### src/ooo_pkg.sv
// shared widths and tag counts for the out-of-order response station
// packed structs for response beats, buffer entries, get replies and egress
`default_nettype none

package ooo_pkg;

    // tag 0 is reserved and never handed out
    localparam int TAG_NUM     = 16;
    localparam int TAG_W       = $clog2(TAG_NUM);
    localparam int QUEUE_NUM   = 4;
    localparam int QUEUE_W     = $clog2(QUEUE_NUM);
    localparam int RESP_DATA_W = 16;
    localparam int SLOT_DATA_W = 32;

    // tagged response from the resource
    typedef struct packed {
        logic [TAG_W-1:0]       tag;
        logic [RESP_DATA_W-1:0] data;
    } resp_beat_t;

    // one reorder buffer entry
    typedef struct packed {
        logic                   valid;
        logic [RESP_DATA_W-1:0] data;
    } rob_entry_t;

    // write into the reorder buffer
    typedef struct packed {
        logic [TAG_W-1:0] tag;
        rob_entry_t       entry;
    } rob_wr_t;

    // queue head reply from the reservation station
    typedef struct packed {
        logic             empty;
        logic [TAG_W-1:0] tag;
    } get_resp_t;

    // one released beat
    typedef struct packed {
        logic [QUEUE_W-1:0]     queue;
        logic [RESP_DATA_W-1:0] resp_data;
        logic [SLOT_DATA_W-1:0] slot_data;
    } egress_t;

endpackage

`default_nettype wire

### src/tag_pool.sv
// free-tag FIFO, filled by a sweep after reset and refilled by released tags
// tag-to-queue table written on allocation
`timescale 1ns/1ps
`default_nettype none

module tag_pool import ooo_pkg::*; (
    input  logic               clk,
    input  logic               rst,
    output logic               alloc_valid,
    output logic [TAG_W-1:0]   alloc_tag,
    input  logic [QUEUE_W-1:0] alloc_queue,
    input  logic               alloc_ready,
    input  logic [TAG_W-1:0]   map_tag,
    output logic [QUEUE_W-1:0] map_queue,
    input  logic               free_valid,
    input  logic [TAG_W-1:0]   free_tag
);

    logic [TAG_W-1:0]   fifo_mem [TAG_NUM];
    logic [QUEUE_W-1:0] map_table [TAG_NUM];
    logic [TAG_W-1:0]   wr_ptr;
    logic [TAG_W-1:0]   rd_ptr;
    logic [TAG_W:0]     fill;
    logic               sweep_active;
    logic [TAG_W-1:0]   sweep_tag;
    logic               push;
    logic               pop;
    logic [TAG_W-1:0]   push_tag;

    // no tag is out during the sweep so no free can collide with it
    assign push     = sweep_active | free_valid;
    assign push_tag = sweep_active ? sweep_tag : free_tag;

    assign alloc_valid = !sweep_active && (fill != '0);
    assign alloc_tag   = fifo_mem[rd_ptr];
    assign pop         = alloc_valid && alloc_ready;

    assign map_queue = map_table[map_tag];

    // sweep tags 1 .. TAG_NUM-1, one per cycle
    always_ff @(posedge clk or posedge rst) begin
        if (rst) begin
            sweep_active <= 1'b1;
            sweep_tag    <= TAG_W'(1);
        end else if (sweep_active) begin
            if (sweep_tag == TAG_W'(TAG_NUM - 1)) begin
                sweep_active <= 1'b0;
            end
            sweep_tag <= sweep_tag + TAG_W'(1);
        end
    end

    // pointers wrap at the power-of-two depth
    always_ff @(posedge clk or posedge rst) begin
        if (rst) begin
            wr_ptr <= '0;
            rd_ptr <= '0;
            fill   <= '0;
        end else begin
            if (push) begin
                wr_ptr <= wr_ptr + TAG_W'(1);
            end
            if (pop) begin
                rd_ptr <= rd_ptr + TAG_W'(1);
            end
            if (push && !pop) begin
                fill <= fill + (TAG_W+1)'(1);
            end else if (pop && !push) begin
                fill <= fill - (TAG_W+1)'(1);
            end
        end
    end

    always_ff @(posedge clk) begin
        if (push) begin
            fifo_mem[wr_ptr] <= push_tag;
        end
        // bind the tag to its queue in the allocation cycle
        if (pop) begin
            map_table[alloc_tag] <= alloc_queue;
        end
    end

endmodule

`default_nettype wire

### src/resp_capture.sv
// one-entry holding stage for tagged responses
// writes the reorder buffer, then wakes the queue that owns the tag
`timescale 1ns/1ps
`default_nettype none

module resp_capture import ooo_pkg::*; (
    input  logic               clk,
    input  logic               rst,
    input  logic               resp_valid,
    input  resp_beat_t         resp,
    output logic               resp_ready,
    output logic [TAG_W-1:0]   map_tag,
    input  logic [QUEUE_W-1:0] map_queue,
    output logic               cap_wr_valid,
    output rob_wr_t            cap_wr,
    input  logic               cap_wr_ready,
    output logic               wake_valid,
    output logic [QUEUE_W-1:0] wake_queue,
    input  logic               wake_ready
);

    typedef enum logic [1:0] {
        CAP_EMPTY,
        CAP_WRITE,
        CAP_WAKE
    } cap_phase_e;

    cap_phase_e         phase;
    resp_beat_t         hold_beat;
    logic [QUEUE_W-1:0] hold_queue;

    // table lookup happens in the accept cycle
    assign map_tag    = resp.tag;
    assign resp_ready = (phase == CAP_EMPTY);

    assign cap_wr_valid = (phase == CAP_WRITE);
    assign cap_wr       = '{tag: hold_beat.tag, entry: '{valid: 1'b1, data: hold_beat.data}};

    assign wake_valid = (phase == CAP_WAKE);
    assign wake_queue = hold_queue;

    always_ff @(posedge clk or posedge rst) begin
        if (rst) begin
            phase <= CAP_EMPTY;
        end else begin
            case (phase)
                CAP_EMPTY: if (resp_valid) phase <= CAP_WRITE;
                CAP_WRITE: if (cap_wr_ready) phase <= CAP_WAKE;
                CAP_WAKE:  if (wake_ready) phase <= CAP_EMPTY;
                default:   phase <= CAP_EMPTY;
            endcase
        end
    end

    always_ff @(posedge clk) begin
        if (resp_valid && resp_ready) begin
            hold_beat  <= resp;
            hold_queue <= map_queue;
        end
    end

endmodule

`default_nettype wire

### src/reorder_buffer.sv
// tag-indexed response store with one combinational read port
// fixed-priority write arbiter, clear requests ahead of captures
`timescale 1ns/1ps
`default_nettype none

module reorder_buffer import ooo_pkg::*; (
    input  logic             clk,
    input  logic             rst,
    input  logic             cap_wr_valid,
    input  rob_wr_t          cap_wr,
    output logic             cap_wr_ready,
    input  logic             clr_wr_valid,
    input  rob_wr_t          clr_wr,
    output logic             clr_wr_ready,
    input  logic [TAG_W-1:0] rob_rd_tag,
    output rob_entry_t       rob_rd
);

    logic [TAG_NUM-1:0]     valid_q;
    logic [RESP_DATA_W-1:0] data_mem [TAG_NUM];

    // grant bit 0 for the clear port and bit 1 for the capture port
    logic [1:0] req;
    logic [1:0] gnt;
    logic       wr_en;
    rob_wr_t    wr;

    assign req = {cap_wr_valid, clr_wr_valid};

    always_comb begin
        gnt = 2'b00;
        if (req[0]) begin
            gnt = 2'b01;
        end else if (req[1]) begin
            gnt = 2'b10;
        end
    end

    // clear always wins and capture waits while a clear is pending
    assign clr_wr_ready = 1'b1;
    assign cap_wr_ready = !req[0];

    assign wr_en = |gnt;
    assign wr    = gnt[0] ? clr_wr : cap_wr;

    always_ff @(posedge clk or posedge rst) begin
        if (rst) begin
            valid_q <= '0;
        end else if (wr_en) begin
            valid_q[wr.tag] <= wr.entry.valid;
        end
    end

    always_ff @(posedge clk) begin
        if (wr_en) begin
            data_mem[wr.tag] <= wr.entry.data;
        end
    end

    assign rob_rd = '{valid: valid_q[rob_rd_tag], data: data_mem[rob_rd_tag]};

endmodule

`default_nettype wire

### src/egress_sequencer.sv
// per-queue release FSM: get head, judge buffer entry, clear, dequeue
// emits one egress beat per released tag and returns the tag to the pool
`timescale 1ns/1ps
`default_nettype none

module egress_sequencer import ooo_pkg::*; (
    input  logic                   clk,
    input  logic                   rst,
    input  logic                   wake_valid,
    input  logic [QUEUE_W-1:0]     wake_queue,
    output logic                   wake_ready,
    output logic                   get_req_valid,
    output logic [QUEUE_W-1:0]     get_req_queue,
    input  logic                   get_req_ready,
    input  logic                   get_resp_valid,
    input  get_resp_t              get_resp,
    output logic                   get_resp_ready,
    output logic [TAG_W-1:0]       rob_rd_tag,
    input  rob_entry_t             rob_rd,
    output logic                   deq_req_valid,
    output logic [QUEUE_W-1:0]     deq_req_queue,
    input  logic                   deq_req_ready,
    input  logic                   deq_resp_valid,
    input  logic [SLOT_DATA_W-1:0] deq_resp_data,
    output logic                   deq_resp_ready,
    output logic                   egress_valid,
    output egress_t                egress,
    input  logic                   egress_ready,
    output logic                   clr_wr_valid,
    output rob_wr_t                clr_wr,
    input  logic                   clr_wr_ready,
    output logic                   free_valid,
    output logic [TAG_W-1:0]       free_tag
);

    typedef enum logic [2:0] {
        SEQ_IDLE,
        SEQ_GET_REQ,
        SEQ_GET_RESP,
        SEQ_JUDGE,
        SEQ_CLEAR,
        SEQ_DEQ_REQ,
        SEQ_DEQ_DATA
    } seq_state_e;

    seq_state_e             state;
    seq_state_e             state_d;
    logic [QUEUE_W-1:0]     queue_q;
    logic [TAG_W-1:0]       head_tag;
    logic [RESP_DATA_W-1:0] res_data;
    logic                   egress_done;

    // handshake-level outputs decoded from the state
    assign wake_ready     = (state == SEQ_IDLE);
    assign get_req_valid  = (state == SEQ_GET_REQ);
    assign get_resp_ready = (state == SEQ_GET_RESP);
    assign clr_wr_valid   = (state == SEQ_CLEAR);
    assign deq_req_valid  = (state == SEQ_DEQ_REQ);

    // dequeue reply passes straight through to egress
    assign deq_resp_ready = (state == SEQ_DEQ_DATA) && egress_ready;
    assign egress_valid   = (state == SEQ_DEQ_DATA) && deq_resp_valid;
    assign egress_done    = egress_valid && egress_ready;

    assign get_req_queue = queue_q;
    assign deq_req_queue = queue_q;
    assign rob_rd_tag    = head_tag;

    assign clr_wr = '{tag: head_tag, entry: '{valid: 1'b0, data: '0}};
    assign egress = '{queue: queue_q, resp_data: res_data, slot_data: deq_resp_data};

    // tag goes back to the pool with the beat
    assign free_valid = egress_done;
    assign free_tag   = head_tag;

    always_comb begin
        state_d = state;
        case (state)
            SEQ_IDLE: begin
                if (wake_valid) begin
                    state_d = SEQ_GET_REQ;
                end
            end
            SEQ_GET_REQ: begin
                if (get_req_ready) begin
                    state_d = SEQ_GET_RESP;
                end
            end
            SEQ_GET_RESP: begin
                if (get_resp_valid) begin
                    state_d = get_resp.empty ? SEQ_IDLE : SEQ_JUDGE;
                end
            end
            SEQ_JUDGE: begin
                // head not back yet so its own wake retries the queue
                state_d = rob_rd.valid ? SEQ_CLEAR : SEQ_IDLE;
            end
            SEQ_CLEAR: begin
                if (clr_wr_ready) begin
                    state_d = SEQ_DEQ_REQ;
                end
            end
            SEQ_DEQ_REQ: begin
                if (deq_req_ready) begin
                    state_d = SEQ_DEQ_DATA;
                end
            end
            SEQ_DEQ_DATA: begin
                if (egress_done) begin
                    state_d = SEQ_GET_REQ;
                end
            end
            default: state_d = SEQ_IDLE;
        endcase
    end

    always_ff @(posedge clk or posedge rst) begin
        if (rst) begin
            state <= SEQ_IDLE;
        end else begin
            state <= state_d;
        end
    end

    // queue, head tag and resource data for the current pass
    always_ff @(posedge clk) begin
        if (wake_valid && wake_ready) begin
            queue_q <= wake_queue;
        end
        if (get_resp_valid && get_resp_ready) begin
            head_tag <= get_resp.tag;
        end
        if (state == SEQ_JUDGE) begin
            res_data <= rob_rd.data;
        end
    end

endmodule

`default_nettype wire

### src/ooo_station.sv
// top level of the out-of-order response station
// tag pool, response capture, reorder buffer and egress sequencer
`timescale 1ns/1ps
`default_nettype none

module ooo_station import ooo_pkg::*; (
    input  logic                   clk,
    input  logic                   rst,
    output logic                   alloc_valid,
    output logic [TAG_W-1:0]       alloc_tag,
    input  logic [QUEUE_W-1:0]     alloc_queue,
    input  logic                   alloc_ready,
    input  logic                   resp_valid,
    input  resp_beat_t             resp,
    output logic                   resp_ready,
    output logic                   get_req_valid,
    output logic [QUEUE_W-1:0]     get_req_queue,
    input  logic                   get_req_ready,
    input  logic                   get_resp_valid,
    input  get_resp_t              get_resp,
    output logic                   get_resp_ready,
    output logic                   deq_req_valid,
    output logic [QUEUE_W-1:0]     deq_req_queue,
    input  logic                   deq_req_ready,
    input  logic                   deq_resp_valid,
    input  logic [SLOT_DATA_W-1:0] deq_resp_data,
    output logic                   deq_resp_ready,
    output logic                   egress_valid,
    output egress_t                egress,
    input  logic                   egress_ready
);

    logic [TAG_W-1:0]   map_tag;
    logic [QUEUE_W-1:0] map_queue;
    logic               cap_wr_valid;
    rob_wr_t            cap_wr;
    logic               cap_wr_ready;
    logic               clr_wr_valid;
    rob_wr_t            clr_wr;
    logic               clr_wr_ready;
    logic               wake_valid;
    logic [QUEUE_W-1:0] wake_queue;
    logic               wake_ready;
    logic [TAG_W-1:0]   rob_rd_tag;
    rob_entry_t         rob_rd;
    logic               free_valid;
    logic [TAG_W-1:0]   free_tag;

    tag_pool i_tag_pool (
        .clk         (clk),
        .rst         (rst),
        .alloc_valid (alloc_valid),
        .alloc_tag   (alloc_tag),
        .alloc_queue (alloc_queue),
        .alloc_ready (alloc_ready),
        .map_tag     (map_tag),
        .map_queue   (map_queue),
        .free_valid  (free_valid),
        .free_tag    (free_tag)
    );

    resp_capture i_resp_capture (
        .clk          (clk),
        .rst          (rst),
        .resp_valid   (resp_valid),
        .resp         (resp),
        .resp_ready   (resp_ready),
        .map_tag      (map_tag),
        .map_queue    (map_queue),
        .cap_wr_valid (cap_wr_valid),
        .cap_wr       (cap_wr),
        .cap_wr_ready (cap_wr_ready),
        .wake_valid   (wake_valid),
        .wake_queue   (wake_queue),
        .wake_ready   (wake_ready)
    );

    reorder_buffer i_reorder_buffer (
        .clk          (clk),
        .rst          (rst),
        .cap_wr_valid (cap_wr_valid),
        .cap_wr       (cap_wr),
        .cap_wr_ready (cap_wr_ready),
        .clr_wr_valid (clr_wr_valid),
        .clr_wr       (clr_wr),
        .clr_wr_ready (clr_wr_ready),
        .rob_rd_tag   (rob_rd_tag),
        .rob_rd       (rob_rd)
    );

    egress_sequencer i_egress_sequencer (
        .clk            (clk),
        .rst            (rst),
        .wake_valid     (wake_valid),
        .wake_queue     (wake_queue),
        .wake_ready     (wake_ready),
        .get_req_valid  (get_req_valid),
        .get_req_queue  (get_req_queue),
        .get_req_ready  (get_req_ready),
        .get_resp_valid (get_resp_valid),
        .get_resp       (get_resp),
        .get_resp_ready (get_resp_ready),
        .rob_rd_tag     (rob_rd_tag),
        .rob_rd         (rob_rd),
        .deq_req_valid  (deq_req_valid),
        .deq_req_queue  (deq_req_queue),
        .deq_req_ready  (deq_req_ready),
        .deq_resp_valid (deq_resp_valid),
        .deq_resp_data  (deq_resp_data),
        .deq_resp_ready (deq_resp_ready),
        .egress_valid   (egress_valid),
        .egress         (egress),
        .egress_ready   (egress_ready),
        .clr_wr_valid   (clr_wr_valid),
        .clr_wr         (clr_wr),
        .clr_wr_ready   (clr_wr_ready),
        .free_valid     (free_valid),
        .free_tag       (free_tag)
    );

endmodule

`default_nettype wire

### config.mk
export PLATFORM = sky130hd
export DESIGN_NAME = ooo_station
export DESIGN_NICKNAME = d
export VERILOG_FILES = /design/src/ooo_pkg.sv /design/src/tag_pool.sv /design/src/resp_capture.sv /design/src/reorder_buffer.sv /design/src/egress_sequencer.sv /design/src/ooo_station.sv
export SDC_FILE = /design/constraint.sdc
export NUM_CORES = 1
export LEC_CHECK = 0
export BUFFER_PORTS_ARGS = -buffer_cell sky130_fd_sc_hd__buf_4
export CAP_MARGIN = 30
export CORE_MARGIN = 4
export CORE_UTILIZATION = 30
export DETAILED_ROUTE_END_ITERATION = 10
export PLACE_DENSITY = 0.51
export SLEW_MARGIN = 10
export SYNTH_ARGS = -nofsm -noshare
export SYNTH_HDL_FRONTEND = slang
export SYNTH_SLANG_ARGS = --single-unit
### constraint.sdc
create_clock -name clk -period 3.7 [get_ports clk]
set_input_delay 0.37 -clock clk [delete_from_list [all_inputs] [get_ports clk]]
set_output_delay 0.37 -clock clk [all_outputs]
set_load 0.02 [all_outputs]
== Word level (Yosys, flattened, before mapping) ==
Memories as Yosys holds them, arrays and structs flattened. A register that Yosys moved wholly into a read port is not among the register bits.
Cells that the tools add are included.
Storage, ports and cells
  output and inout port bits: 65
  bits of input ports: 68
  RAM bits: 352
  memories: 3
  register bits: 65
Cells by class
  $lt $le $gt $ge: 3
  add/subtract/negate cells: 5
  mux-type cells: 31
  reductions and logical operators: 21
  eq/ne operators: 17
  bitwise logic cells: 1
Memories
  i_reorder_buffer.data_mem: depth 16, bits a word 16, rd ports 1, clocked after memory_dff 1, write ports 1, RTL line reorder_buffer.sv:20  | logic [RESP_DATA_W-1:0] data_mem [TAG_NUM];
  i_tag_pool.fifo_mem: depth 16, bits a word 4, rd ports 1, clocked after memory_dff 0, write ports 1, RTL line tag_pool.sv:19  | logic [TAG_W-1:0] fifo_mem [TAG_NUM];
  i_tag_pool.map_table: depth 16, bits a word 2, rd ports 1, clocked after memory_dff 1, write ports 1, RTL line tag_pool.sv:20  | logic [QUEUE_W-1:0] map_table [TAG_NUM];
Operators by type and width (count)
  two-way mux 21 bit: 1
  one-hot mux 3 bit (7 select lines): 1
  two-way mux 3 bit: 6
  bitwise mux 16 bit: 1
  adder 4 x 1 -> 4 bit, second input constant: 3
  two-way mux 2 bit: 6
  logical AND 1 bit: 11
  less-than comparator 4 x 5 -> 1 bit, second input constant: 2
  two-way mux 1 bit: 10
  two-way mux 5 bit: 2
  inequality test 2 bit, second input constant: 5
  equality test 3 bit, second input constant: 3
  equality test 3 x 2 -> 1 bit, second input constant: 2
  inequality test 2 x 1 -> 1 bit, second input constant: 3
  one-hot mux 2 bit (3 select lines): 1
  adder 5 x 1 -> 5 bit, second input constant: 1
  AND reduction 5 bit: 1
  nonzero test 5 bit: 1
  subtractor 5 x 1 -> 5 bit, second input constant: 1
  binary-select mux 1 bit (select 4 bit): 1
  demux 1 bit (select 4 bit): 1
  equality test 4 bit, second input constant: 1
  greater-or-equal comparator 4 x 1 -> 1 bit, second input constant: 1
  two-way mux 4 bit: 1
  other kinds (10): 12

== Logic depth before layout (Yosys ltp) ==
Gate-level depths: netlist of the first run.
  depth in word-level cells: 9
  gate-level depth with buffers: 12
  mapped depth without buffers: 11

== By module ==
From an unflattened synthesis of the first run, not the netlist that was laid out.
Second synthesis, totals
  cell total of the unflattened synthesis: 950
  area total of the unflattened synthesis: 18048.6 µm²
By module, submodules not included
  reorder_buffer: cells each 501, times used 1, area each 10802.9 µm²
  tag_pool: cells each 290, times used 1, area each 5012.3 µm²
  egress_sequencer: cells each 119, times used 1, area each 1425.1 µm²
  resp_capture: cells each 40, times used 1, area each 808.3 µm²

== Worst setup path after synthesis of the first run ==
OpenSTA, ideal clock, no wires.
  path type: register to register
  start: register i_egress_sequencer.state[0]
  end: register i_tag_pool.fill[4]
  path slack: 1.000 ns
  data arrival time: 2.575 ns
  path buffers: 1
  required time: 3.575 ns
  stages on the path, launching flop included: 13
  path through: dfrtp_1 -> nor2b_1 -> and3_1 -> a21o_1 -> clkbuf_1 -> ha_1 -> inv_1 -> fa_1 -> a21o_1 -> a21oi_1 -> xnor2_1 -> nor2_1 -> xor2_1
Between the ends
  cells in the longest elaborated chain, start to end: 7
Ends and longest elaborated chain
  start: declaration: RTL line egress_sequencer.sv:46  | seq_state_e state;
  start signal: assignment: RTL line egress_sequencer.sv:121  | state <= state_d;
  equality test 3 bit *: RTL line egress_sequencer.sv:62  | assign egress_valid = (state == SEQ_DEQ_DATA) && deq_resp_valid;
  logical AND 1 bit *: RTL line egress_sequencer.sv:62
  via egress_valid: RTL line ooo_station.sv:28  | output logic egress_valid,
  logical AND 1 bit *: RTL line egress_sequencer.sv:63  | assign egress_done = egress_valid && egress_ready;
  bitwise OR 1 bit *: RTL line tag_pool.sv:31  | assign push = sweep_active | free_valid;
  via i_tag_pool.push: RTL line tag_pool.sv:26  | logic push;
  logical NOT 1 bit: RTL line tag_pool.sv:68  | end else if (pop && !push) begin
  logical AND 1 bit: RTL line tag_pool.sv:68
  nonzero test 2 bit (no source line)
  end signal: assignment: RTL line tag_pool.sv:67  | fill <= fill + (TAG_W+1)'(1);
  end signal: assignment: RTL line tag_pool.sv:69  | fill <= fill - (TAG_W+1)'(1);
  end: declaration: RTL line tag_pool.sv:23  | logic [TAG_W:0] fill;
Mark *: on every way through the listed nets, which the timed path passes. The rest lies on a longest branch.
A chain may end at the register's enable or synchronous reset.

== Final worst setup path of the first run ==
  start: register i_tag_pool.rd_ptr[0]
  end: output port alloc_tag[2]
Between the ends
  cells in the longest elaborated chain, start to end: 1
Ends and longest elaborated chain
  start: declaration: RTL line tag_pool.sv:22  | logic [TAG_W-1:0] rd_ptr;
  start signal: assignment: RTL line tag_pool.sv:64  | rd_ptr <= rd_ptr + TAG_W'(1);
  memory (16 x 4 bit)
  end: declaration: RTL line ooo_station.sv:10  | output logic [TAG_W-1:0] alloc_tag,
No other way between the ends.

==> summary.md, run 1 <==
| Metric | Value |
|---|---|
| Status | finished clean |
| LEAKAGE | 6.85 nW |
| Setup tns final | 0 ns |
| Clock power share | 33.5% |
| Worst slew pin tran | 0.924 ns |
| Vias/cell | 4.67 |
| DIE AREA | 62200 sq um |
| Hold WC Path Type | in2reg |
| Hold violation count in the final report | 0 |
| Post-synthesis sequential area ratio | 73.6% |
| Cell area power density | slightly below 700 nW/um^2 |
| Most numerous cell on the critical path | buf_4 |
| Final Skew | 0.0314 ns |
| Post-synthesis adder-cell area fraction | 0.830% |
| WL/cell | 21.2 microns |
| FF+latch count, synth | 435 |
| Crit path max-delay cell type | dfrtp_1 |
| Largest net degree at the start of global routing | 56 |
| Routed WL | 38100 microns |
| Largest cells by area after synthesis | edfxtp_1, mux4_2, dfrtp_1 |
| # IOs | 133 |
| Slew Limit Fails | 0 |
| Post-Place Setup Slack | 0.800 ns |
| Worst EP required | 3.33 ns |
| Sequential Area | 12900 sq um |
| Ys Warns | 0 |
| Slew HR | 38.4% |
| Final WS setup | 0.581 ns |
| Final #Nets | 1075 |
| Synth Area in Compound Gates | 1.90% |
| RSZ-0062 raised after global routing | false |
| Clock sinks | 435 |
| IO Port Bufs | 68 |
| Number of flops mapped to enable cells by yosys | 396 |
| Syn Inst Count | 889 |
| GR Util All Layers | around 12% |
| Max-Cap Viols | 0 |
| Layout cells sized above 1 | roughly 30% |
| Switching Fraction | approximately 28% |
| Starting Density | 30.3% |
| Fillers | 5427 |
| Share of power burned in registers | 46.1% |
| Row count | 88 |
| Core Region | 57700 sq um |
| Count leader, synth | edfxtp_1 |
| Remaining DRCs | 0 |
| Synth Area per Inst | 19.7 sq um |
| Finish-stage setup viols | 0 |
| Die Height | ~250 microns |
| Combinational fraction of design power | 20.4% |
| FMAX | 0.321 GHz |
| Synth cell count leaders | edfxtp_1, mux4_2, nor2_1, buf_4, dfrtp_1 |
| Largest family of logic cells by synthesized area | multiplexers |
| Clk root buf | clkbuf_16 |
| Mux cell area share after synthesis | about 16% |
| Tmin final | ~3.1 ns |
| DR pass1 iterations | 5 |
| Vias in the first global route | 8839 |
| Yosys top cell by area | edfxtp_1 |
| CP Buf/Inv Count | 2 |
| Clk slew on worst S/H paths | ~0.060 ns |
| Arrival @ worst endpoint | 2.75 ns |
| Crit path cell chain | buf_4 > mux4_2 > mux2i_1 > a21oi_1 > buf_4 |
| GPL Wtd Cong | 0.750 |
| Worst-path fanout max | 11 |
| TritonCTS Buffers | 48 |
| Mapped Area | around 17000 sq um |
| Setup CP Type | reg2out |
| Initial antenna violation count | 0 |
| Via count | about 8400 |
| # diodes | 0 |
| Distinct cell type count after synthesis | 54 |
| Layout area overhead | 18.2% |
| Main synth FF type | edfxtp_1 |
| Sw Pwr | around 3.9 mW |
| Global-route wire length before repair | 57700 microns |
| Share of the synthesized area in the top cell type | between 60 and 70% |
| Footprint of the multi-input gates | 4150 sq um |
| Period Utilization, post-route | 84.3% |
| Worst path max stage delay | approximately 0.72 ns |
| DP HPWL | 24200 microns |
| Post-Synth XOR/XNOR Area | 0.751% |
| DR iter-0 viols | 593 |
| Crit start category | register |
| Peak VDD IR | 0.441 mV |
| Ys async rst share | 8.97% |
| Worst-Skew Late Latency | 0.58 ns |
| Post-synth net total | 968 |
| CP Capture Type | output port |
| Synth Area in Simple Gates | just under 4% |
| Grt ovf | 0 |
| CTS tree | yes |
| Total power | 14.0 mW |
| Int Pwr | approximately 10 mW |
| Die width | 249 microns |
| CTS max path bufs | 3 |
| H-tree depth | 2 |
| Detail Route Antenna Nets | 0 |
| Crit path max-delay family | multiplexers |
[stage by stage]
step	instances	hold WS, ns	utilization, %	area (sq um)
after detailed placement	1689	0.316	32.8	18900
after floorplan	889	0.400	-	17500
final	1799	0.0484	35.9	20700
after global placement	1688	0.402	32.8	18900
after CTS	1799	0.0128	35.9	20700
after global routing	1799	0.0362	35.9	20700
[final timing paths]
path | to | from | slack [ns] | cells after the start
min in group asynchronous | i_tag_pool.fill[3] | rst | 0.27 | 3
max | alloc_tag[2] | i_tag_pool.rd_ptr[0] | 0.58 | 5
min | i_resp_capture.cap_wr[19] | resp[18] | 0.05 | 1
min reg2reg | i_egress_sequencer.deq_req_queue[1] | i_resp_capture.wake_queue[1] | 0.41 | 0
max reg2reg | i_tag_pool.fill[4] | i_tag_pool.fill[0] | 0.81 | 11
max in group asynchronous | i_tag_pool.sweep_active | rst | 2.92 | 4
[power by group through the flow]
stage / registers [mW] / logic [mW] / clock network (mW)
floorplan: 6.43 / 2.04 / 0
global placement: 6.56 / 2.88 / 0
detailed placement: 6.57 / 2.91 / 0
CTS: 6.47 / 2.94 / 4.83
global route: 6.53 / 3.14 / 5.06
finish: 6.46 / 2.86 / 4.69
[placed cells by master, fill, tap and decap left out, types with 4 or more instances in the layout]
master	instances
dfrtp_1	37
nor2_2	17
o21ai_0	11
nand2b_1	10
dlygate4sd3_1	22
xor2_1	4
bufinv_16	5
ha_1	10
inv_1	12
nand2_1	29
edfxtp_1	396
buf_12	4
mux2_1	12
clkinv_1	6
mux4_2	105
nor3_1	8
clkbuf_1	18
and2_1	19
a21oi_1	7
a22oi_1	4
a31oi_1	5
clkinv_2	4
xnor2_1	11
buf_4	108
mux2_2	6
nor2_1	40
mux2i_1	19
clkbuf_16	49
[routing by layer]
layer / vias up / track usage, % / part of all wire [%]
met2: 190 / 19.0 / 47
met5: - / 0 / 0
met1: 4422 / 17.2 / 46
met3: 54 / 2.50 / 4.1
met4: 0 / 3.86 / 2.5
li1: 3730 / - / -
[repair_timing]
item / in CTS / in global routing
setup endpoints to repair: 0 / 0
resized for setup: 0 / 0
buffers inserted: 0 / 0
hold buffers: 22 / 0
endpoints found under the hold margin: 56 / 0
[sequential cells by signal, summed over array words and instances (netlist names), 4 cells and up]
register,count
i_tag_pool.wr_ptr,4
i_tag_pool.sweep_tag,4
i_tag_pool.fill,5
i_egress_sequencer.free_tag,4
i_reorder_buffer.valid_q,16
i_tag_pool.rd_ptr,4
i_egress_sequencer.res_data,16
i_tag_pool.map_table,32
i_tag_pool.fifo_mem,64
i_reorder_buffer.data_mem,256
i_resp_capture.cap_wr,20
[worst reg2reg max path, cell delays in order, from the launching register on]
cell and delay (ns):
dfrtp_1 0.44, nor3_1 0.13, a211oi_2 0.58, inv_2 0.21
ha_1 0.29, inv_1 0.14, ha_1 0.29, a21o_1 0.19
a21oi_1 0.17, xnor2_1 0.14, nor2_1 0.06, xor2_1 0.14
[kinds of logic after synthesis]
family          Yosys count
compound gates           48
xor+xnor                 15
simple gates            144
mux                     144
buf+inv                  92
fa+ha+maj                11
flops                   435
[layout make-up]
class	count	share of cell area [%]
clock inverter	21	1.22
timing repair buffer	134	5.37
inverter	15	0.272
tap	765	4.63
clock buffer	67	6.25
sequential	435	62.2
multi-input combinational	362	20.0
Note: power is estimated with default switching activity, not from simulation.
==> inputs of run 2 (changes only) <==
--- a/config.mk
+++ b/config.mk
@@ -5,12 +5,13 @@
 export SDC_FILE = /design/constraint.sdc
 export NUM_CORES = 1
 export LEC_CHECK = 0
+export ABC_AREA = 1
 export BUFFER_PORTS_ARGS = -buffer_cell sky130_fd_sc_hd__buf_4
 export CAP_MARGIN = 30
 export CORE_MARGIN = 4
 export CORE_UTILIZATION = 30
 export DETAILED_ROUTE_END_ITERATION = 10
-export PLACE_DENSITY = 0.51
+export PLACE_DENSITY = 0.52
 export SLEW_MARGIN = 10
 export SYNTH_ARGS = -nofsm -noshare
 export SYNTH_HDL_FRONTEND = slang
==> constraint.sdc (replaced) <==
create_clock -name clk -period 2.61 [get_ports clk]
set_input_delay 0.261 -clock clk [delete_from_list [all_inputs] [get_ports clk]]
set_output_delay 0.261 -clock clk [all_outputs]
set_load 0.02 [all_outputs]
==> run 2 against run 1 <==
Against the previous run: sequential share of layout area decreased by 2.5 points; routed wire length increased by 21%; sequential power increased by 44%; flip-flop and latch count unchanged; cell count increased by 37%; critical path depth increased by 4.
==> summary.md, run 2 <==
| Metric | Value |
|---|---|
| Hold WC Path Type | in2reg |
| Final #Nets | 1717 (+60%) |
| Crit path cell chain | buf_4 > or2_2 > nand3_1 > nand2_1 > nand2_1 > nand2_1 > nand2_1 > nand2_1 > buf_4 |
| IO Port Bufs | 68 (unchanged) |
| FMAX | 0.416 GHz |
| Reg2Reg Depth | 14 (+3) |
| CP Buf/Inv Count | 2 (unchanged) |
| Sequential Area | 12900 sq um (unchanged) |
| Most numerous cell on the critical path | nand2_1 |
| Core Region | 60200 sq um (+4.4%) |
| Post-Place Setup Slack | 0.277 ns (-0.523 ns) |
| Total power | 21.1 mW (+51%) |
| Commonest non-fill, non-tap cells in the layout | edfxtp_1, nand2_1, nor2_1 |
| Footprint of the multi-input gates | 4320 sq um (+4.1%) |
| Peak VDD IR | 0.623 mV (+41%) |
| DR iter-0 viols | 887 (+50%) |
| Crit path max-delay cell type | dfrtp_1 |
| Die width | 255 microns (+2.0%) |
| Setup CP Type | reg2out |
| Initial antenna violation count | 1 (+1) |
| Crit path max-delay family | simple AND/OR/NAND/NOR gates |
| Layout area overhead | 18.1% |
| Vias in the first global route | 11700 (+33%) |
| Setup tns final | 0 ns (unchanged) |
| Largest net degree at the start of global routing | 91 (+63%) |
| H-tree depth | 2 (unchanged) |
| Main synth FF type | edfxtp_1 |
| Hold violation count in the final report | 0 (unchanged) |
| Final Skew | 0.0225 ns (-0.00886 ns) |
| Design Area, Final | 21500 sq um (+4.1%) |
| Layout cells sized above 1 | 14.8% (-15 points) |
| Fillers | 5828 (+7.4%) |
| Largest cells by area after synthesis | edfxtp_1, dfrtp_1, nand2_1 |
| Post-synth net total | 1620 (+67%) |
| Mapped Area | 18200 sq um (+4.2%) |
| Remaining DRCs | 0 (unchanged) |
| Max-Cap Viols | 0 (unchanged) |
| GR Util All Layers | 14.1% (+1.9 points) |
| Cell area power density | 980 nW/um^2 (+45%) |
| Worst-path fanout max | 10 (-1) |
| Tmin final | around 2.4 ns |
| Syn Inst Count | 1541 (+73%) |
| # diodes | 0 (unchanged) |
| Global-route wire length before repair | 69900 microns (+21%) |
| Crit path from | i_tag_pool.rd_ptr[0] |
| Largest reg by FF count | i_reorder_buffer.data_mem |
| Vias/cell | 4.80 (+3.0%) |
| Top Registers | i_reorder_buffer.data_mem (256), i_tag_pool.fifo_mem (64), i_tag_pool.map_table (32) |
| DR pass1 iterations | 5 (unchanged) |
| Detail Route Antenna Nets | 0 (unchanged) |
| HP Start | get_resp[4] |
| Max FFs per register | 256 (unchanged) |
| Crit start category | register |
| Worst slew pin tran | 0.925 ns (+0.000963 ns) |
| Via count | 11800 (+41%) |
| FF+latch count, synth | 435 (unchanged) |
| Synth Area per Inst | 11.8 sq um (-40%) |
| Worst path max stage delay | 0.43 ns (-0.29 ns) |
| CTS max path bufs | 3 (unchanged) |
| Critical R2R Launch | i_egress_sequencer.state[0] |
| Starting Density | 30.3% (-0.054 points) |
| Finish-stage setup viols | 0 (unchanged) |
| Most common cell after layout, fill and taps aside | edfxtp_1 |
| Hold Path Stages | 4 (+3) |
| DIE AREA | 64800 sq um (+4.1%) |
| Post-synthesis sequential area ratio | 70.6% (-3.0 points) |
| Synth cell count leaders | edfxtp_1, nand2_1, nor2_1, o21ai_0, inv_1 |
| Clk root buf | clkbuf_16 |
| Clock sinks | 435 (unchanged) |
| Cell Area, Placed | 19700 sq um (+4.0%) |
| Grt ovf | 0 (unchanged) |
| Status | finished clean |
| Ys Warns | 0 (unchanged) |
| Period Utilization, post-route | slightly above 90% |
| Clk slew on worst S/H paths | 0.05 ns (about the same) |
| RSZ-0062 raised after global routing | false |
| Yosys top cell by area | edfxtp_1 |
| Worst-Skew Late Latency | 0.58 ns (about the same) |
| CP Capture Type | output port |
| Distinct cell type count after synthesis | 38 (-30%) |
| Slew HR | 38.1% (-0.29 points) |
| Count leader, synth | edfxtp_1 |
| CTS tree | yes |
| Core Util, Final | 35.7% (-0.11 points) |
| TritonCTS Buffers | 47 (-2.1%) |
| Routed WL | 46100 microns (+21%) |
| Row count | 90 (+2.3%) |
| Hold Path End | i_egress_sequencer.state[0] |
| FF-to-FF End | i_tag_pool.fill[4] |
| GPL Wtd Cong | 0.783 (+4.4%) |
| Slew Limit Fails | 0 (unchanged) |
| # IOs | 133 (unchanged) |
| Final WS setup | 0.204 ns (-0.378 ns) |
| Worst EP required | 2.35 ns (-0.98 ns) |
| LEAKAGE | 7.93 nW (+16%) |
| Share of the synthesized area in the top cell type | 65.2% (-2.8 points) |
| WL/cell | 18.7 microns (-12%) |
| Reg2reg setup slack | 0.30 ns (-0.51 ns) |
| Number of flops mapped to enable cells by yosys | 396 (unchanged) |
| # Post-CTS Setup Buffers | 0 (unchanged) |
| Die Height | 255 microns (+2.0%) |
| Ys async rst share | 8.97% (unchanged) |
| Arrival @ worst endpoint | 2.15 ns (-0.60 ns) |
| DP HPWL | 27600 microns (+14%) |
[run 2: cell count changes after synthesis, sizes merged, moves of 56 or more]
cell    change
o21ai     +168
nor2      +166
nand2     +205
inv       +102
mux4      -106
o221ai     +56
nand3     +100
[run 2: worst register-to-register path: stages, from the launching register on]
cell and delay [ns]:
dfrtp_1 0.38, inv_2 0.11, nand3_1 0.13, nor2_1 0.15, nand2_1 0.13, nand2_1 0.10
ha_1 0.19, inv_1 0.11, fa_1 0.40, nand2_1 0.09, nand2_1 0.06, a21oi_1 0.15
xor2_1 0.16, nand2_1 0.06, nand2_1 0.05
[run 2: how the worst max path moves through the flow]
stage	depth (start not counted)	endpoint	slack [ns]
after floorplan	14	i_tag_pool.fill[4]	0.11
after global placement	14	i_tag_pool.fill[4]	0.30
after detailed placement	14	i_tag_pool.fill[4]	0.28
after CTS	7	alloc_tag[1]	0.07
after global routing	7	alloc_tag[0]	0.04
final	9	alloc_tag[2]	0.20
[run 2: logic make-up (layout without fill, tap and decap cells)]
family	Yosys count	after routing	synth area share (%)
buffers and inverters	233	368	5.83
adders and majority gates	11	11	0.796
DFF	435	435	70.6
AOI/OAI and AO/OA	278	278	9.22
and+or+nand+nor	573	573	13.1
xor gates and xnor gates	11	11	0.528
[run 2: layout make-up]
type                       count  share of cell area [%]
clock buffer                  61                    5.90
clock inverter                26                    1.14
inverter                     120                    2.13
multi-input combinational    873                    20.0
sequential                   435                    59.8
tap                          782                    4.54
timing repair buffer         161                    6.48
[run 2: repair_timing]
item                                   in CTS  in global routing
hold buffers                               28                  0
setup endpoints to repair                   0                  3
endpoints found under the hold margin      95                  0
resized for setup                           0                  5
[run 2: through the flow]
step,cells,hold slack (ns)
after floorplan,1541,0.360
after global placement,2332,0.408
after detailed placement,2337,0.262
after CTS,2452,0.0122
after global routing,2458,0.0342
final,2458,0.0539
[run 2: layer usage]
metal  up-vias  track usage [%]  wire length (microns)
li1       5600                -                      -
met1      5793             18.8                  20400
met4         0             5.21                   1480
met3        85             2.53                   2530
met5         -                0                      0
met2       332             23.1                  21700
[run 2: power breakdown]
part	total [mW]	internal, mW	switching [mW]	leakage (nW)
sequential	9.31	8.98	0.329	4.07
clock	6.55	3.84	2.71	0.746
combinational	5.25	1.55	3.71	3.11
total	21.1	14.4	6.75	7.93
==> inputs of run 3 (changes only) <==
--- a/config.mk
+++ b/config.mk
@@ -9,9 +9,9 @@
 export BUFFER_PORTS_ARGS = -buffer_cell sky130_fd_sc_hd__buf_4
 export CAP_MARGIN = 30
 export CORE_MARGIN = 4
-export CORE_UTILIZATION = 30
+export CORE_UTILIZATION = 50
 export DETAILED_ROUTE_END_ITERATION = 10
-export PLACE_DENSITY = 0.52
+export PLACE_DENSITY = 0.76
 export SLEW_MARGIN = 10
 export SYNTH_ARGS = -nofsm -noshare
 export SYNTH_HDL_FRONTEND = slang
==> run 3 against run 2 <==
Against the previous run: critical path depth stayed put; register-to-register slack got worse by 0.02 ns; non-clock buffer count is 14 lower; worst setup slack worse by 0.081 ns; sequential share of layout area grew 2.0 points; clock skew fell by 0.0059 ns; global-route usage is 7.2 points higher; combinational power down 4.8%; sequential power grew 0.8%; flip-flop and latch count unchanged; design area shrank 3.2%; utilization up 23 points; critical path type unchanged; largest cell class unchanged; highest routed layer unchanged.
==> summary.md, run 3 (synthesis gave the netlist of run 2 again) <==
| Metric | Value |
|---|---|
| Footprint of the multi-input gates | 4310 sq um (about the same) |
| Die width | 199 microns (-22%) |
| RSZ-0062 raised after global routing | false |
| Placed instance count | 2002 (-14%) |
| Initial antenna violation count | 0 (-1) |
| Crit path cell chain | buf_4 > or2_2 > nand3_1 > nand2_1 > nand2_1 > nand2_1 > nand2_1 > nand2_1 > buf_4 |
| Sequential Area | 12900 sq um (about the same) |
| DR pass1 iterations | 6 (+1) |
| CP Capture Type | output port |
| Row count | 69 (-23%) |
| Clk slew on worst S/H paths | 0.06 ns (about the same) |
| Layout Cells excl Fill | 2115 (-14%) |
| Slew Limit Fails | 0 (unchanged) |
| CTS tree | yes |
| Vias/cell | 5.71 (+19%) |
| Final #Nets | 1699 (-1.0%) |
| Final Skew | 0.0166 ns (-0.00593 ns) |
| Arrival @ worst endpoint | 2.23 ns (+0.08 ns) |
| Max-Cap Viols | 0 (unchanged) |
| Setup CP Type | reg2out |
| Die Height | 199 microns (-22%) |
| Top Registers | i_reorder_buffer.data_mem (256), i_tag_pool.fifo_mem (64), i_tag_pool.map_table (32) |
| CTS max path bufs | 3 (unchanged) |
| Most common cell after layout, fill and taps aside | edfxtp_1 |
| Post-Place Setup Slack | 0.267 ns (-0.00974 ns) |
| Status | finished clean |
| # IOs | 133 (unchanged) |
| Setup tns final | 0 ns (unchanged) |
| Worst-path fanout max | 21 (+11) |
| Reg2reg setup slack | 0.28 ns (-0.02 ns) |
| Tmin final | 2.49 ns (+0.0805 ns) |
| Slew HR | 36.4% (-1.7 points) |
| Hold violation count in the final report | 0 (unchanged) |
| # diodes | 0 (unchanged) |
| Worst Hold Slack | 0.0450 ns (-0.00882 ns) |
| Global-route wire length before repair | 65400 microns (-6.3%) |
| Hold WC Path Type | in2reg |
| Vias in the first global route | 12200 (+4.1%) |
| H-tree depth | 2 (unchanged) |
| Worst slew pin tran | 0.951 ns (+0.0253 ns) |
| Detail Route Antenna Nets | 0 (unchanged) |
| Grt ovf | 0 (unchanged) |
| Clock sinks | 435 (unchanged) |
| # Post-CTS Setup Buffers | 0 (unchanged) |
| Starting Density | 51.0% (+21 points) |
| TritonCTS Buffers | 43 (-8.5%) |
| Layout area overhead | 14.3% |
| Worst-Skew Late Latency | 0.55 ns (-0.03 ns) |
| Largest net degree at the start of global routing | 138 (+52%) |
| FMAX | 0.402 GHz (-3.2%) |
| GPL Wtd Cong | 0.837 (+6.8%) |
| Crit path max-delay cell type | dfrtp_1 |
| LEAKAGE | 7.76 nW (-2.1%) |
| Finish-stage setup viols | 0 (unchanged) |
| Via count | 12100 (+2.3%) |
| WL/cell | 19.7 microns (+5.1%) |
| Clk root buf | clkbuf_16 |
| Max FFs per register | 256 (unchanged) |
| Period Utilization, post-route | 95.3% (+3.1 points) |
| Peak VDD IR | 1.26 mV (+100%) |
| Routed WL | 41700 microns (-9.6%) |
| Core Region | 35700 sq um (-41%) |
| Layout cells sized above 1 | 13.7% (-1.1 points) |
| Fillers | 2774 (-52%) |
| Commonest non-fill, non-tap cells in the layout | edfxtp_1, nand2_1, nor2_1 |
| DIE AREA | 39600 sq um (-39%) |
| Crit start category | register |
| IO Port Bufs | 68 (unchanged) |
| Cell area power density | 973 nW/um^2 (-0.75%) |
| DP HPWL | 25200 microns (-8.4%) |
| Most numerous cell on the critical path | nand2_1 |
| Worst path max stage delay | 0.43 ns (about the same) |
| Worst EP required | 2.35 ns (about the same) |
| Remaining DRCs | 0 (unchanged) |
| Final WS setup | 0.123 ns (-0.0805 ns) |
| GR Util All Layers | 21.3% (+7.2 points) |
| DR iter-0 viols | 1034 (+17%) |
| Largest reg by FF count | i_reorder_buffer.data_mem |
[run 3: repair_timing]
item	4_1_cts	5_1_grt
gates resized for setup	0	3
hold endpoints to repair	60	0
endpoints found under the setup margin	0	4
hold buffers	24	0
[run 3: critical path: cells and delay by family, from the launching register on]
kind                   cells  cell delay (ns)
buffers and inverters      2             0.42
DFF                        1             0.43
and+or+nand+nor            7             0.85
[run 3: worst paths after layout]
path | endpoint | startpoint | cells past startpoint
max in group asynchronous | i_tag_pool.sweep_active | rst | 4
setup / recovery | alloc_tag[2] | i_tag_pool.rd_ptr[0] | 9
hold reg to reg | i_egress_sequencer.deq_req_queue[0] | i_resp_capture.wake_queue[0] | 0
min in group asynchronous | i_tag_pool.fill[3] | rst | 3
setup reg to reg | i_tag_pool.fill[4] | i_egress_sequencer.state[0] | 14
hold / removal | i_tag_pool.map_table[1][1] | alloc_queue[1] | 1
[run 3: layout make-up]
| type | instances | share of cell area (%) |
|---|---|---|
| tap | 461 | 2.77 |
| multi-input combinational | 873 | 20.7 |
| inverter | 120 | 2.19 |
| sequential | 435 | 61.8 |
| timing repair buffer | 147 | 6.13 |
| clock buffer | 61 | 5.73 |
| clock inverter | 18 | 0.715 |
[run 3: where the power goes]
part           switching, mW  internal, mW  leakage (nW)
Sequential             0.397          8.98          4.07
Combinational           3.51          1.49          3.04
Clock                   2.50          3.39         0.655
Total                   6.40          13.9          7.76
[run 3: metrics by stage]
| step | cell area (sq um) | util, % | power, mW |
|---|---|---|---|
| after detailed placement | 19200 | 53.6 | 14.4 |
| after global placement | 19200 | 53.6 | 14.2 |
| after floorplan | 18200 | - | 12.7 |
| after global routing | 20800 | 58.3 | 21.3 |
| after CTS | 20700 | 58.0 | 20.3 |
| final | 20800 | 58.3 | 20.3 |
[run 3: per-layer routing]
layer	global-route usage [%]	part of all wire, %
met5	0	0
met4	7.88	3.5
met3	3.46	7.5
met2	36.6	50
met1	27.4	39
